<file path="src/hdl/fetch_consts.svh">
`ifndef FETCH_CONSTS_SVH
`define FETCH_CONSTS_SVH

// first fetch address, also the memory base
`define RESET_PC 32'h30000000

// instruction memory depth in words
`define IMEM_WORDS 64

// word index width for the memory
`define IMEM_IDX_W 6

// cycles of arvalid before arready
`define IMEM_WAIT 2

// opcodes
`define OP_JAL 7'b1101111
`define OP_SYSTEM 7'b1110011

// full system words
`define INST_ECALL 32'h00000073
`define INST_MRET 32'h30200073

`endif

</file>
<file path="src/hdl/fetch_pkg.sv">
package fetch_pkg;

    // byte address: pc, snpc, mtvec, mepc
    typedef logic [31:0] addr_t;

    // raw instruction word
    typedef logic [31:0] inst_t;

    // redirect from retire back to fetch
    // {excp_flush, xret_flush, jmp_flag, jmp_target[31:0]}
    typedef logic [34:0] redirect_t;

    // retire side sequencing
    typedef enum logic [1:0] {
        IDLE,
        BOOT,
        WAIT_SLOT,
        RETIRE
    } retire_state_t;

endpackage

</file>
<file path="src/hdl/fetch_slot.sv">
`timescale 1ns/10ps

module fetch_slot
    import fetch_pkg::*;
(
    input  logic  clock,
    input  logic  reset,
    input  addr_t pc_i,
    input  addr_t snpc_i,
    input  logic  valid_i,
    input  inst_t rdata_i,
    input  logic  rvalid_i,
    output addr_t slot_pc_o,
    output addr_t slot_snpc_o,
    output inst_t slot_inst_o,
    output logic  slot_full_o
);

    logic capture;

    // word and its pc meet in the same cycle
    assign capture = rvalid_i && valid_i;

    always_ff @(posedge clock) begin
        if (capture) begin
            slot_pc_o   <= pc_i;
            slot_snpc_o <= snpc_i;
            slot_inst_o <= rdata_i;
        end
    end

    // one pulse per fetch
    always_ff @(posedge clock) begin
        if (reset) begin
            slot_full_o <= 1'b0;
        end else begin
            slot_full_o <= capture;
        end
    end

endmodule

</file>
<file path="src/hdl/fetch_top.sv">
`timescale 1ns/10ps

`include "fetch_consts.svh"

module fetch_top
    import fetch_pkg::*;
(
    input  logic                   clock,
    input  logic                   reset,
    input  logic                   run_i,
    input  addr_t                  mtvec_i,
    input  logic                   load_en_i,
    input  logic [`IMEM_IDX_W-1:0] load_index_i,
    input  inst_t                  load_data_i,
    output logic                   retire_o,
    output addr_t                  retire_pc_o,
    output inst_t                  retire_inst_o,
    output logic [1:0]             retire_kind_o,
    output addr_t                  araddr_o,
    output logic                   arvalid_o
);

    logic      finish;
    redirect_t redirect;
    addr_t     mepc;
    logic      arready;
    inst_t     rdata;
    logic      rvalid;
    addr_t     pc;
    addr_t     snpc;
    logic      valid;
    addr_t     slot_pc;
    addr_t     slot_snpc;
    inst_t     slot_inst;
    logic      slot_full;

    ifu u_ifu (
        .clock         (clock),
        .reset         (reset),
        .wbu_finish_i  (finish),
        .wbu_ifu_bus_i (redirect),
        .csr_mtvec_i   (mtvec_i),
        .csr_mepc_i    (mepc),
        .arready_i     (arready),
        .pc_o          (pc),
        .snpc_o        (snpc),
        .valid_o       (valid),
        .araddr_o      (araddr_o),
        .arvalid_o     (arvalid_o)
    );

    imem u_imem (
        .clock        (clock),
        .reset        (reset),
        .load_en_i    (load_en_i),
        .load_index_i (load_index_i),
        .load_data_i  (load_data_i),
        .araddr_i     (araddr_o),
        .arvalid_i    (arvalid_o),
        .arready_o    (arready),
        .rdata_o      (rdata),
        .rvalid_o     (rvalid)
    );

    fetch_slot u_fetch_slot (
        .clock       (clock),
        .reset       (reset),
        .pc_i        (pc),
        .snpc_i      (snpc),
        .valid_i     (valid),
        .rdata_i     (rdata),
        .rvalid_i    (rvalid),
        .slot_pc_o   (slot_pc),
        .slot_snpc_o (slot_snpc),
        .slot_inst_o (slot_inst),
        .slot_full_o (slot_full)
    );

    flow_retire u_flow_retire (
        .clock         (clock),
        .reset         (reset),
        .run_i         (run_i),
        .slot_pc_i     (slot_pc),
        .slot_snpc_i   (slot_snpc),
        .slot_inst_i   (slot_inst),
        .slot_full_i   (slot_full),
        .wbu_finish_o  (finish),
        .wbu_ifu_bus_o (redirect),
        .csr_mepc_o    (mepc),
        .retire_o      (retire_o),
        .retire_pc_o   (retire_pc_o),
        .retire_inst_o (retire_inst_o),
        .retire_kind_o (retire_kind_o)
    );

endmodule

</file>
<file path="src/hdl/flow_retire.sv">
`timescale 1ns/10ps

`include "fetch_consts.svh"

module flow_retire
    import fetch_pkg::*;
(
    input  logic       clock,
    input  logic       reset,
    input  logic       run_i,
    input  addr_t      slot_pc_i,
    input  addr_t      slot_snpc_i,
    input  inst_t      slot_inst_i,
    input  logic       slot_full_i,
    output logic       wbu_finish_o,
    output redirect_t  wbu_ifu_bus_o,
    output addr_t      csr_mepc_o,
    output logic       retire_o,
    output addr_t      retire_pc_o,
    output inst_t      retire_inst_o,
    output logic [1:0] retire_kind_o
);

    localparam logic [1:0] KIND_SEQ  = 2'd0;
    localparam logic [1:0] KIND_JUMP = 2'd1;
    localparam logic [1:0] KIND_EXCP = 2'd2;
    localparam logic [1:0] KIND_RET  = 2'd3;

    retire_state_t state;

    logic       run_q;
    logic       run_rise;
    logic       take;
    logic [6:0] opcode;
    logic       is_jal;
    logic       is_system;
    logic       is_ecall;
    logic       is_mret;
    addr_t      j_imm;
    addr_t      jal_target;
    logic [1:0] kind;
    addr_t      mepc;

    assign run_rise = run_i && !run_q;
    assign take     = (state == WAIT_SLOT) && slot_full_i;

    // control flow decode only
    assign opcode    = slot_inst_i[6:0];
    assign is_jal    = opcode == `OP_JAL;
    assign is_system = opcode == `OP_SYSTEM;
    assign is_ecall  = is_system && (slot_inst_i == `INST_ECALL);
    assign is_mret   = is_system && (slot_inst_i == `INST_MRET);

    // J-type immediate, bit 0 always zero
    assign j_imm = {{12{slot_inst_i[31]}}, slot_inst_i[19:12], slot_inst_i[20],
                    slot_inst_i[30:21], 1'b0};
    assign jal_target = slot_pc_i + j_imm;

    always_comb begin
        if (is_ecall) begin
            kind = KIND_EXCP;
        end else if (is_mret) begin
            kind = KIND_RET;
        end else if (is_jal) begin
            kind = KIND_JUMP;
        end else begin
            kind = KIND_SEQ;
        end
    end

    always_ff @(posedge clock) begin
        if (reset) begin
            run_q <= 1'b0;
        end else begin
            run_q <= run_i;
        end
    end

    always_ff @(posedge clock) begin
        if (reset) begin
            state <= IDLE;
        end else begin
            case (state)
                IDLE: begin
                    if (run_rise) begin
                        state <= BOOT;
                    end
                end
                BOOT:      state <= WAIT_SLOT;
                WAIT_SLOT: begin
                    if (slot_full_i) begin
                        state <= RETIRE;
                    end
                end
                RETIRE:    state <= WAIT_SLOT;
                default:   state <= IDLE;
            endcase
        end
    end

    // redirect held until the next finish
    always_ff @(posedge clock) begin
        if (reset) begin
            wbu_ifu_bus_o <= '0;
        end else if ((state == IDLE) && run_rise) begin
            wbu_ifu_bus_o <= '0;
        end else if (take) begin
            wbu_ifu_bus_o <= {is_ecall, is_mret, is_jal, jal_target};
        end
    end

    // mepc keeps the ecall pc itself, no +4
    always_ff @(posedge clock) begin
        if (reset) begin
            mepc <= `RESET_PC;
        end else if (take && is_ecall) begin
            mepc <= slot_pc_i;
        end
    end

    always_ff @(posedge clock) begin
        if (take) begin
            retire_pc_o   <= slot_pc_i;
            retire_inst_o <= slot_inst_i;
            retire_kind_o <= kind;
        end
    end

    assign wbu_finish_o = (state == BOOT) || (state == RETIRE);
    assign retire_o     = state == RETIRE;
    assign csr_mepc_o   = mepc;

endmodule

</file>
<file path="src/hdl/ifu.sv">
`timescale 1ns/10ps

`include "fetch_consts.svh"

module ifu
    import fetch_pkg::*;
(
    input  logic      clock,
    input  logic      reset,
    input  logic      wbu_finish_i,
    input  redirect_t wbu_ifu_bus_i,
    input  addr_t     csr_mtvec_i,
    input  addr_t     csr_mepc_i,
    input  logic      arready_i,
    output addr_t     pc_o,
    output addr_t     snpc_o,
    output logic      valid_o,
    output addr_t     araddr_o,
    output logic      arvalid_o
);

    addr_t ifu_pc;
    addr_t snpc;
    addr_t dnpc;

    logic  excp_flush;
    logic  xret_flush;
    logic  jmp_flag;
    addr_t jmp_target;

    // request pending, held until arready
    logic  rreq;
    logic  valid;
    // first finish is the boot pulse, pc stays at reset value
    logic  started;

    assign snpc = ifu_pc + 32'd4;

    assign {excp_flush, xret_flush, jmp_flag, jmp_target} = wbu_ifu_bus_i;

    // next pc priority: exception, return, jump, sequential
    always_comb begin
        if (excp_flush) begin
            dnpc = csr_mtvec_i;
        end else if (xret_flush) begin
            dnpc = csr_mepc_i;
        end else if (jmp_flag) begin
            dnpc = jmp_target;
        end else begin
            dnpc = snpc;
        end
    end

    always_ff @(posedge clock) begin
        if (reset) begin
            rreq    <= 1'b0;
            valid   <= 1'b0;
            started <= 1'b0;
            ifu_pc  <= `RESET_PC;
        end else if (rreq && arready_i) begin
            // handshake done, word arrives next to imem rvalid
            rreq  <= 1'b0;
            valid <= 1'b1;
        end else if (!rreq && wbu_finish_i) begin
            rreq    <= 1'b1;
            valid   <= 1'b0;
            started <= 1'b1;
            if (started) begin
                ifu_pc <= dnpc;
            end
        end
    end

    assign araddr_o  = ifu_pc;
    assign arvalid_o = rreq;

    assign pc_o    = ifu_pc;
    assign snpc_o  = snpc;
    assign valid_o = valid;

endmodule

</file>
<file path="src/hdl/imem.sv">
`timescale 1ns/10ps

`include "fetch_consts.svh"

module imem
    import fetch_pkg::*;
(
    input  logic                   clock,
    input  logic                   reset,
    input  logic                   load_en_i,
    input  logic [`IMEM_IDX_W-1:0] load_index_i,
    input  inst_t                  load_data_i,
    input  addr_t                  araddr_i,
    input  logic                   arvalid_i,
    output logic                   arready_o,
    output inst_t                  rdata_o,
    output logic                   rvalid_o
);

    inst_t mem [`IMEM_WORDS];

    addr_t                  offset;
    logic [`IMEM_IDX_W-1:0] rd_index;
    logic [3:0]             wait_cnt;

    // byte offset from the base, word index above bit 1
    assign offset   = araddr_i - `RESET_PC;
    assign rd_index = offset[`IMEM_IDX_W+1:2];

    // testbench load port
    always_ff @(posedge clock) begin
        if (load_en_i) begin
            mem[load_index_i] <= load_data_i;
        end
    end

    // arready after arvalid has been up for IMEM_WAIT cycles
    always_ff @(posedge clock) begin
        if (reset) begin
            arready_o <= 1'b0;
            wait_cnt  <= '0;
        end else if (arready_o) begin
            arready_o <= 1'b0;
            wait_cnt  <= '0;
        end else if (arvalid_i) begin
            if (wait_cnt == 4'(`IMEM_WAIT - 1)) begin
                arready_o <= 1'b1;
                wait_cnt  <= '0;
            end else begin
                wait_cnt <= wait_cnt + 4'd1;
            end
        end else begin
            wait_cnt <= '0;
        end
    end

    always_ff @(posedge clock) begin
        if (reset) begin
            rvalid_o <= 1'b0;
        end else begin
            rvalid_o <= arvalid_i && arready_o;
        end
    end

    // read data is payload only
    always_ff @(posedge clock) begin
        if (arvalid_i && arready_o) begin
            rdata_o <= mem[rd_index];
        end
    end

endmodule

</file>
<file path="config.mk">
export PLATFORM = sky130hd
export DESIGN_NAME = fetch_top
export DESIGN_NICKNAME = d
export VERILOG_FILES = /design/src/hdl/fetch_pkg.sv /design/src/hdl/fetch_slot.sv /design/src/hdl/fetch_top.sv /design/src/hdl/flow_retire.sv /design/src/hdl/ifu.sv /design/src/hdl/imem.sv
export VERILOG_INCLUDE_DIRS = /design/src /design/src/hdl
export SDC_FILE = /design/constraint.sdc
export NUM_CORES = 2
export LEC_CHECK = 0
export ABC_AREA = 1
export BUFFER_PORTS_ARGS = -buffer_cell sky130_fd_sc_hd__buf_4
export CAP_MARGIN = 20
export CORE_AREA = 4 4 469 471
export DETAILED_ROUTE_END_ITERATION = 8
export DIE_AREA = 0 0 473 475
export SYNTH_ARGS = -nofsm -noshare
export SYNTH_HDL_FRONTEND = slang
export SYNTH_HIERARCHICAL = 1
export SYNTH_SLANG_ARGS = --single-unit
</file>
<file path="constraint.sdc">
create_clock -name clock -period 11.4 [get_ports clock]
set_input_delay 2.28 -clock clock [delete_from_list [all_inputs] [get_ports clock]]
set_output_delay 2.28 -clock clock [all_outputs]
set_load 0.02 [all_outputs]
</file>
Yosys cells after proc, flatten, opt, wreduce, memory -nomap -nowiden
Memories as Yosys holds them, arrays and structs flattened. A register that Yosys moved wholly into a read port is not among the register bits.
Index checks and enable logic that the tools add are counted.
{"block": "classes", "muxes": 13, "n_reduce_logical": 23, "addsub": 4, "n_eq_ne": 10, "bitwise": 2}
{"operator": "two-way mux 32 bit", "n": 3}
{"operator": "adder 32 x 3 -> 32 bit, second input constant", "n": 1}
{"operator": "adder 32 bit", "n": 1}
{"operator": "== test 32 x 30 -> 1 bit, second input constant", "n": 1}
{"operator": "== test 32 x 7 -> 1 bit, second input constant", "n": 1}
{"operator": "== test 7 bit, second input constant", "n": 2}
{"operator": "logical AND 1 bit", "n": 9}
{"operator": "OR reduction 2 bit", "n": 4}
{"operator": "subtractor 8 x 1 -> 8 bit, second input constant", "n": 1}
{"operator": "two-way mux 1 bit", "n": 7}
{"operator": "one-hot mux 2 bit (3 select lines)", "n": 1}
{"operator": "adder 4 x 1 -> 4 bit, second input constant", "n": 1}
{"operator": "== test 2 bit, second input constant", "n": 2}
{"operator": "== test 4 x 1 -> 1 bit, second input constant", "n": 1}
{"operator": "two-way mux 2 bit", "n": 2}
{"operator": "AND reduction 2 bit", "n": 2}
{"operator": "OR reduction 4 bit", "n": 1}
{"operator": "AND reduction 3 bit", "n": 1}
{"operator": "OR reduction 3 bit", "n": 1}
{"operator": "== test 2 x 1 -> 1 bit, second input constant", "n": 1}
{"operator": "zero test 1 bit", "n": 2}
{"operator": "zero test 2 bit", "n": 1}
{"operator": "!= test 2 x 1 -> 1 bit, second input constant", "n": 1}
{"operator": "!= test 2 bit, second input constant", "n": 1}
{"operator": "3 further kinds", "n": 4}
{"block": "word_totals", "ramBits": 2048, "register_bits": 242, "memories": 1, "out_inout_bits": 100, "word_cells": 71}
{"name": "u_imem.mem", "depth": 64, "width": 32, "read_ports": 1, "rd_ports_with_merged_regs": 1, "wr": 1, "line_no": "imem.sv:20", "text": "inst_t mem [`IMEM_WORDS];"}

Logic depth before layout (Yosys ltp)
{"block": "logic_depth", "ltp_word": 5, "mapped_depth": 13, "mapped_depth_nobuf": 13}

Hierarchy
Netlist, hierarchy kept.
{"mod": "imem", "area_each_um2": 83248.6, "cells_per_inst": 6796, "n_inst": 1, "seq_area_each_um2": 62580.0}
{"mod": "flow_retire", "area_each_um2": 7223.2, "cells_per_inst": 940, "n_inst": 1, "seq_area_each_um2": 3383.2}
{"mod": "ifu", "area_each_um2": 3138.0, "cells_per_inst": 520, "n_inst": 1, "seq_area_each_um2": 700.7}
{"mod": "fetch_slot", "area_each_um2": 2916.5, "cells_per_inst": 100, "n_inst": 1, "seq_area_each_um2": 2902.8}

Worst setup path after synthesis
No wires, ideal clock.
{"block": "synth_path", "kind": "input-to-reg", "from": "in load_en_i", "to": "mem u_imem/mem[48][0] in the netlist's numbering (enable)", "n_path_buf": 1, "setup_time_ns": 0.502, "setup_slack_ns": 4.990, "arrival_ns": 5.908, "required_time_ns": 10.898, "path_stages": 3, "cell_sequence": "clkbuf_1 > nand4_1 > nor4_1"}
{"block": "synth_between", "elab_chain_len": 2}
{"item": "start: declaration", "line_no": "fetch_top.sv:12", "text": "input logic load_en_i,"}
{"item": "two-way mux 1 bit", "line_no": "imem.sv:32", "text": "if (load_en_i) begin"}
{"item": "two-way mux 1 bit (implied by the code)", "line_no": "imem.sv:33", "text": "mem[load_index_i] <= load_data_i;"}
{"item": "end: declaration", "line_no": "imem.sv:20"}
No other way between the ends.

Final worst setup path
{"block": "layout_path", "from": "reg u_ifu.ifu_pc[2], in the netlist u_ifu/araddr_o[2]", "to": "reg u_imem.rdata_o[29] (read register of u_imem.mem) (data pin)"}
{"block": "layout_between", "elab_chain_len": 1}
{"item": "start: declaration", "line_no": "ifu.sv:22", "text": "addr_t ifu_pc;"}
{"item": "start signal: assignment", "line_no": "ifu.sv:59", "text": "ifu_pc <= `RESET_PC;"}
{"item": "start signal: assignment", "line_no": "ifu.sv:69", "text": "ifu_pc <= dnpc;"}
{"item": "subtractor 8 x 1 -> 8 bit (no source line)"}
{"item": "end: declaration", "line_no": "imem.sv:16", "text": "output inst_t rdata_o,"}
No other way between the ends.
A chain may end at the register's enable or synchronous reset.

==> impl_metrics.env <==
export IMPL_required_ns=12.12
export IMPL_rrSetupSlack_ns=6.48
export IMPL_max_slew_margin_rel_pct=7.348
export IMPL_ir_worst_vdd_mv=0.1629
export IMPL_status="finished clean"
export IMPL_viasPerCell=5.682
export IMPL_place_congestion=0.9046
export IMPL_postSynthAreaPerCell_um2=11.48
export IMPL_drc=0
export IMPL_slowest_stage="buf_4"
export IMPL_hold_viol=0
export IMPL_path_class="register to register"
export IMPL_min_path_cells=0
export IMPL_finalSetupViolCount=0
export IMPL_num_vias=64610
export IMPL_drtIter0Drc=8171
export IMPL_period_needed_ns=4.919
export IMPL_synth_nets=8429
export IMPL_wire_per_inst_um=24.69
export IMPL_tns_ns=0
export IMPL_cts_buffer_depth=3
export IMPL_clk_pin_slew_ns=0.06
export IMPL_critical_path_arrival_ns=5.64
export IMPL_grt_max_degree=220
export IMPL_cts_setup_buffers=0
export IMPL_dr_pass1_iters=6
export IMPL_cts_repair_resized=0
export IMPL_p_leak_nw=37.96
export IMPL_syn_inst=8321
export IMPL_r2r_start="u_ifu/araddr_o[2]"
export IMPL_max_cap_violations=0
export IMPL_yosysWarnings=6
export IMPL_syn_area_um2=95550
export IMPL_route_met3_wl_mm=24.08
export IMPL_grt_ovfl_total=0
export IMPL_period_share_pct=43.15
export IMPL_crit_fanout=74
export IMPL_die_area_um2=224700
export IMPL_routed_top_layer="met5"
export IMPL_fmax_mhz=203.3
export IMPL_port_buffers=173
export IMPL_coreArea_um2=216100
export IMPL_clk_latency_ns=0.86
export IMPL_reg2reg_depth=12
export IMPL_layout_drive_gt1_share_pct=8.451
export IMPL_grt_pass1_wl_mm=410.2
export IMPL_cts_buffers=228
export IMPL_clock_skew_ns=0.05827
export IMPL_clockRootBuffer="clkbuf_16"
export IMPL_cts_sinks=2322
export IMPL_antenna_found_initial=16
export IMPL_nets=8411
export IMPL_rsz0062_at_grt="no"
export IMPL_areaGrowthSynthToFinish_pct=11.67
export IMPL_hp_class="register to register"
export IMPL_startpoint_type="register"
export IMPL_worst_pin_slew_ns=1.390
export IMPL_r2r_end="u_imem/rdata_o[29]"
export IMPL_cts_hold_buf=0
export IMPL_endpoint="u_imem/rdata_o[29]"
export IMPL_post_place_cells=10920
export IMPL_final_max_slew_viol_count=0
export IMPL_tritoncts="yes"
export IMPL_die_y_um=475
export IMPL_startpoint="u_ifu/araddr_o[2]"
export IMPL_h_tree_depth=4
export IMPL_fin_util_pct=49.37
export IMPL_path_cells="buf_4, buf_4, buf_4, buf_4, nand2_1, nand3_1, nand3_1, nand3_1, nand3_1, nand2_1, nand2_1, nand2_1"
export IMPL_fin_cells=11370
export IMPL_endpoint_kind="register"
export IMPL_powerDensity_nw_per_um2=163.9
export IMPL_die_w_um=473
export IMPL_placementRows=171
export IMPL_met2_length_mm=127.7
export IMPL_final_antenna_net_count=0
export IMPL_m1WireLength_mm=119.4
export IMPL_grt_usage_pct=24.49
export IMPL_cpPeakStageDelay_ns=0.76
export IMPL_start_util_pct=44.22
export IMPL_grt_pass1_vias=60230
export IMPL_postRouteWirelength_mm=280.7
export IMPL_dp_hpwl_mm=154.1
export IMPL_ios=174
-- how the worst min path moves through the flow --
stage / startpoint / end / slack (ns)
2_1_floorplan: u_imem/rdata_o[0] / u_fetch_slot/slot_inst_o[0] / 0.40
3_3_place_gp: u_imem/rdata_o[22] / u_fetch_slot/slot_inst_o[22] / 0.40
3_5_place_dp: u_imem/rdata_o[20] / u_fetch_slot/slot_inst_o[20] / 0.41
4_1_cts: u_imem/rdata_o[20] / u_fetch_slot/slot_inst_o[20] / 0.42
5_1_grt: u_imem/rdata_o[20] / u_fetch_slot/slot_inst_o[20] / 0.42
6_report: u_imem/rdata_o[14] / u_fetch_slot/slot_inst_o[14] / 0.42
-- power by group --
part           internal (mW)  leakage, nW  switching [mW]  total (mW)
clock network           4.15         3.57            3.26        7.40
registers               9.38         20.8          0.0232        9.41
logic                  0.137         13.6           0.544       0.681
-- per-layer routing --
metal / vias to the layer above / global-route usage, %
met5: - / 0
met4: 2 / 8.020
met3: 419 / 3.719
met2: 2944 / 37.89
met1: 32090 / 35.63
li1: 29160 / -
-- placed cells by master (no fill, tap or decap), types with 7 or more instances in the layout --
cell type	count
nand2_1	2707
edfxtp_1	2210
nand3_1	2014
buf_4	262
clkbuf_16	231
inv_1	196
nor2_1	133
dfxtp_1	106
a21oi_1	102
nor2_4	61
clkbuf_1	58
clkinv_1	51
o21ai_0	39
clkinv_2	35
ha_1	33
xor2_1	23
diode_2	21
nand4_1	21
bufinv_16	17
a221oi_1	17
o21bai_1	16
buf_12	15
nor2_2	12
inv_6	9
nor3_1	9
nor4_2	9
xnor2_1	8
nor4_1	7
-- registers in the layout, indices dropped and copies added (netlist names), 4 cells and up --
signal,cells
u_flow_retire/retire_inst_o,32
u_imem/rdata_o,32
u_flow_retire/wbu_ifu_bus_o,35
u_imem/mem,2048
u_imem/wait_cnt,4
u_ifu/araddr_o,32
u_flow_retire/retire_pc_o,32
u_flow_retire/csr_mepc_o,32
u_fetch_slot/slot_pc_o,32
u_fetch_slot/slot_inst_o,32
-- worst max-delay path, delay by kind of cell (launching register included) --
kind,cells,cell delay (ns)
buf+inv,4,2.66
flops,1,0.66
simple gates,8,1.23
-- through the flow --
stage	hold WS, ns	instance area, µm²	setup slack (ns)	total power, mW
after CTS	0.4212	106600	6.678	17.60
after global placement	0.4035	99140	6.113	10.25
final	0.4215	106700	6.481	17.49
after floorplan	0.4003	95550	4.990	9.894
after global routing	0.4237	106700	6.283	18.02
after detailed placement	0.4054	99220	6.510	10.26
-- final cells by class --
class / count / area (µm²)
fillers: 19030 / 109400
flip-flops and latches: 2322 / 68630
multi-input cells: 5263 / 23930
clock buffers: 292 / 6040
well taps: 2854 / 3571
repair buffers: 280 / 2337
clock inverters: 131 / 1319
inverters: 208 / 820.8
diodes: 21 / 52.55
Power figures use the tool's default switching activity.
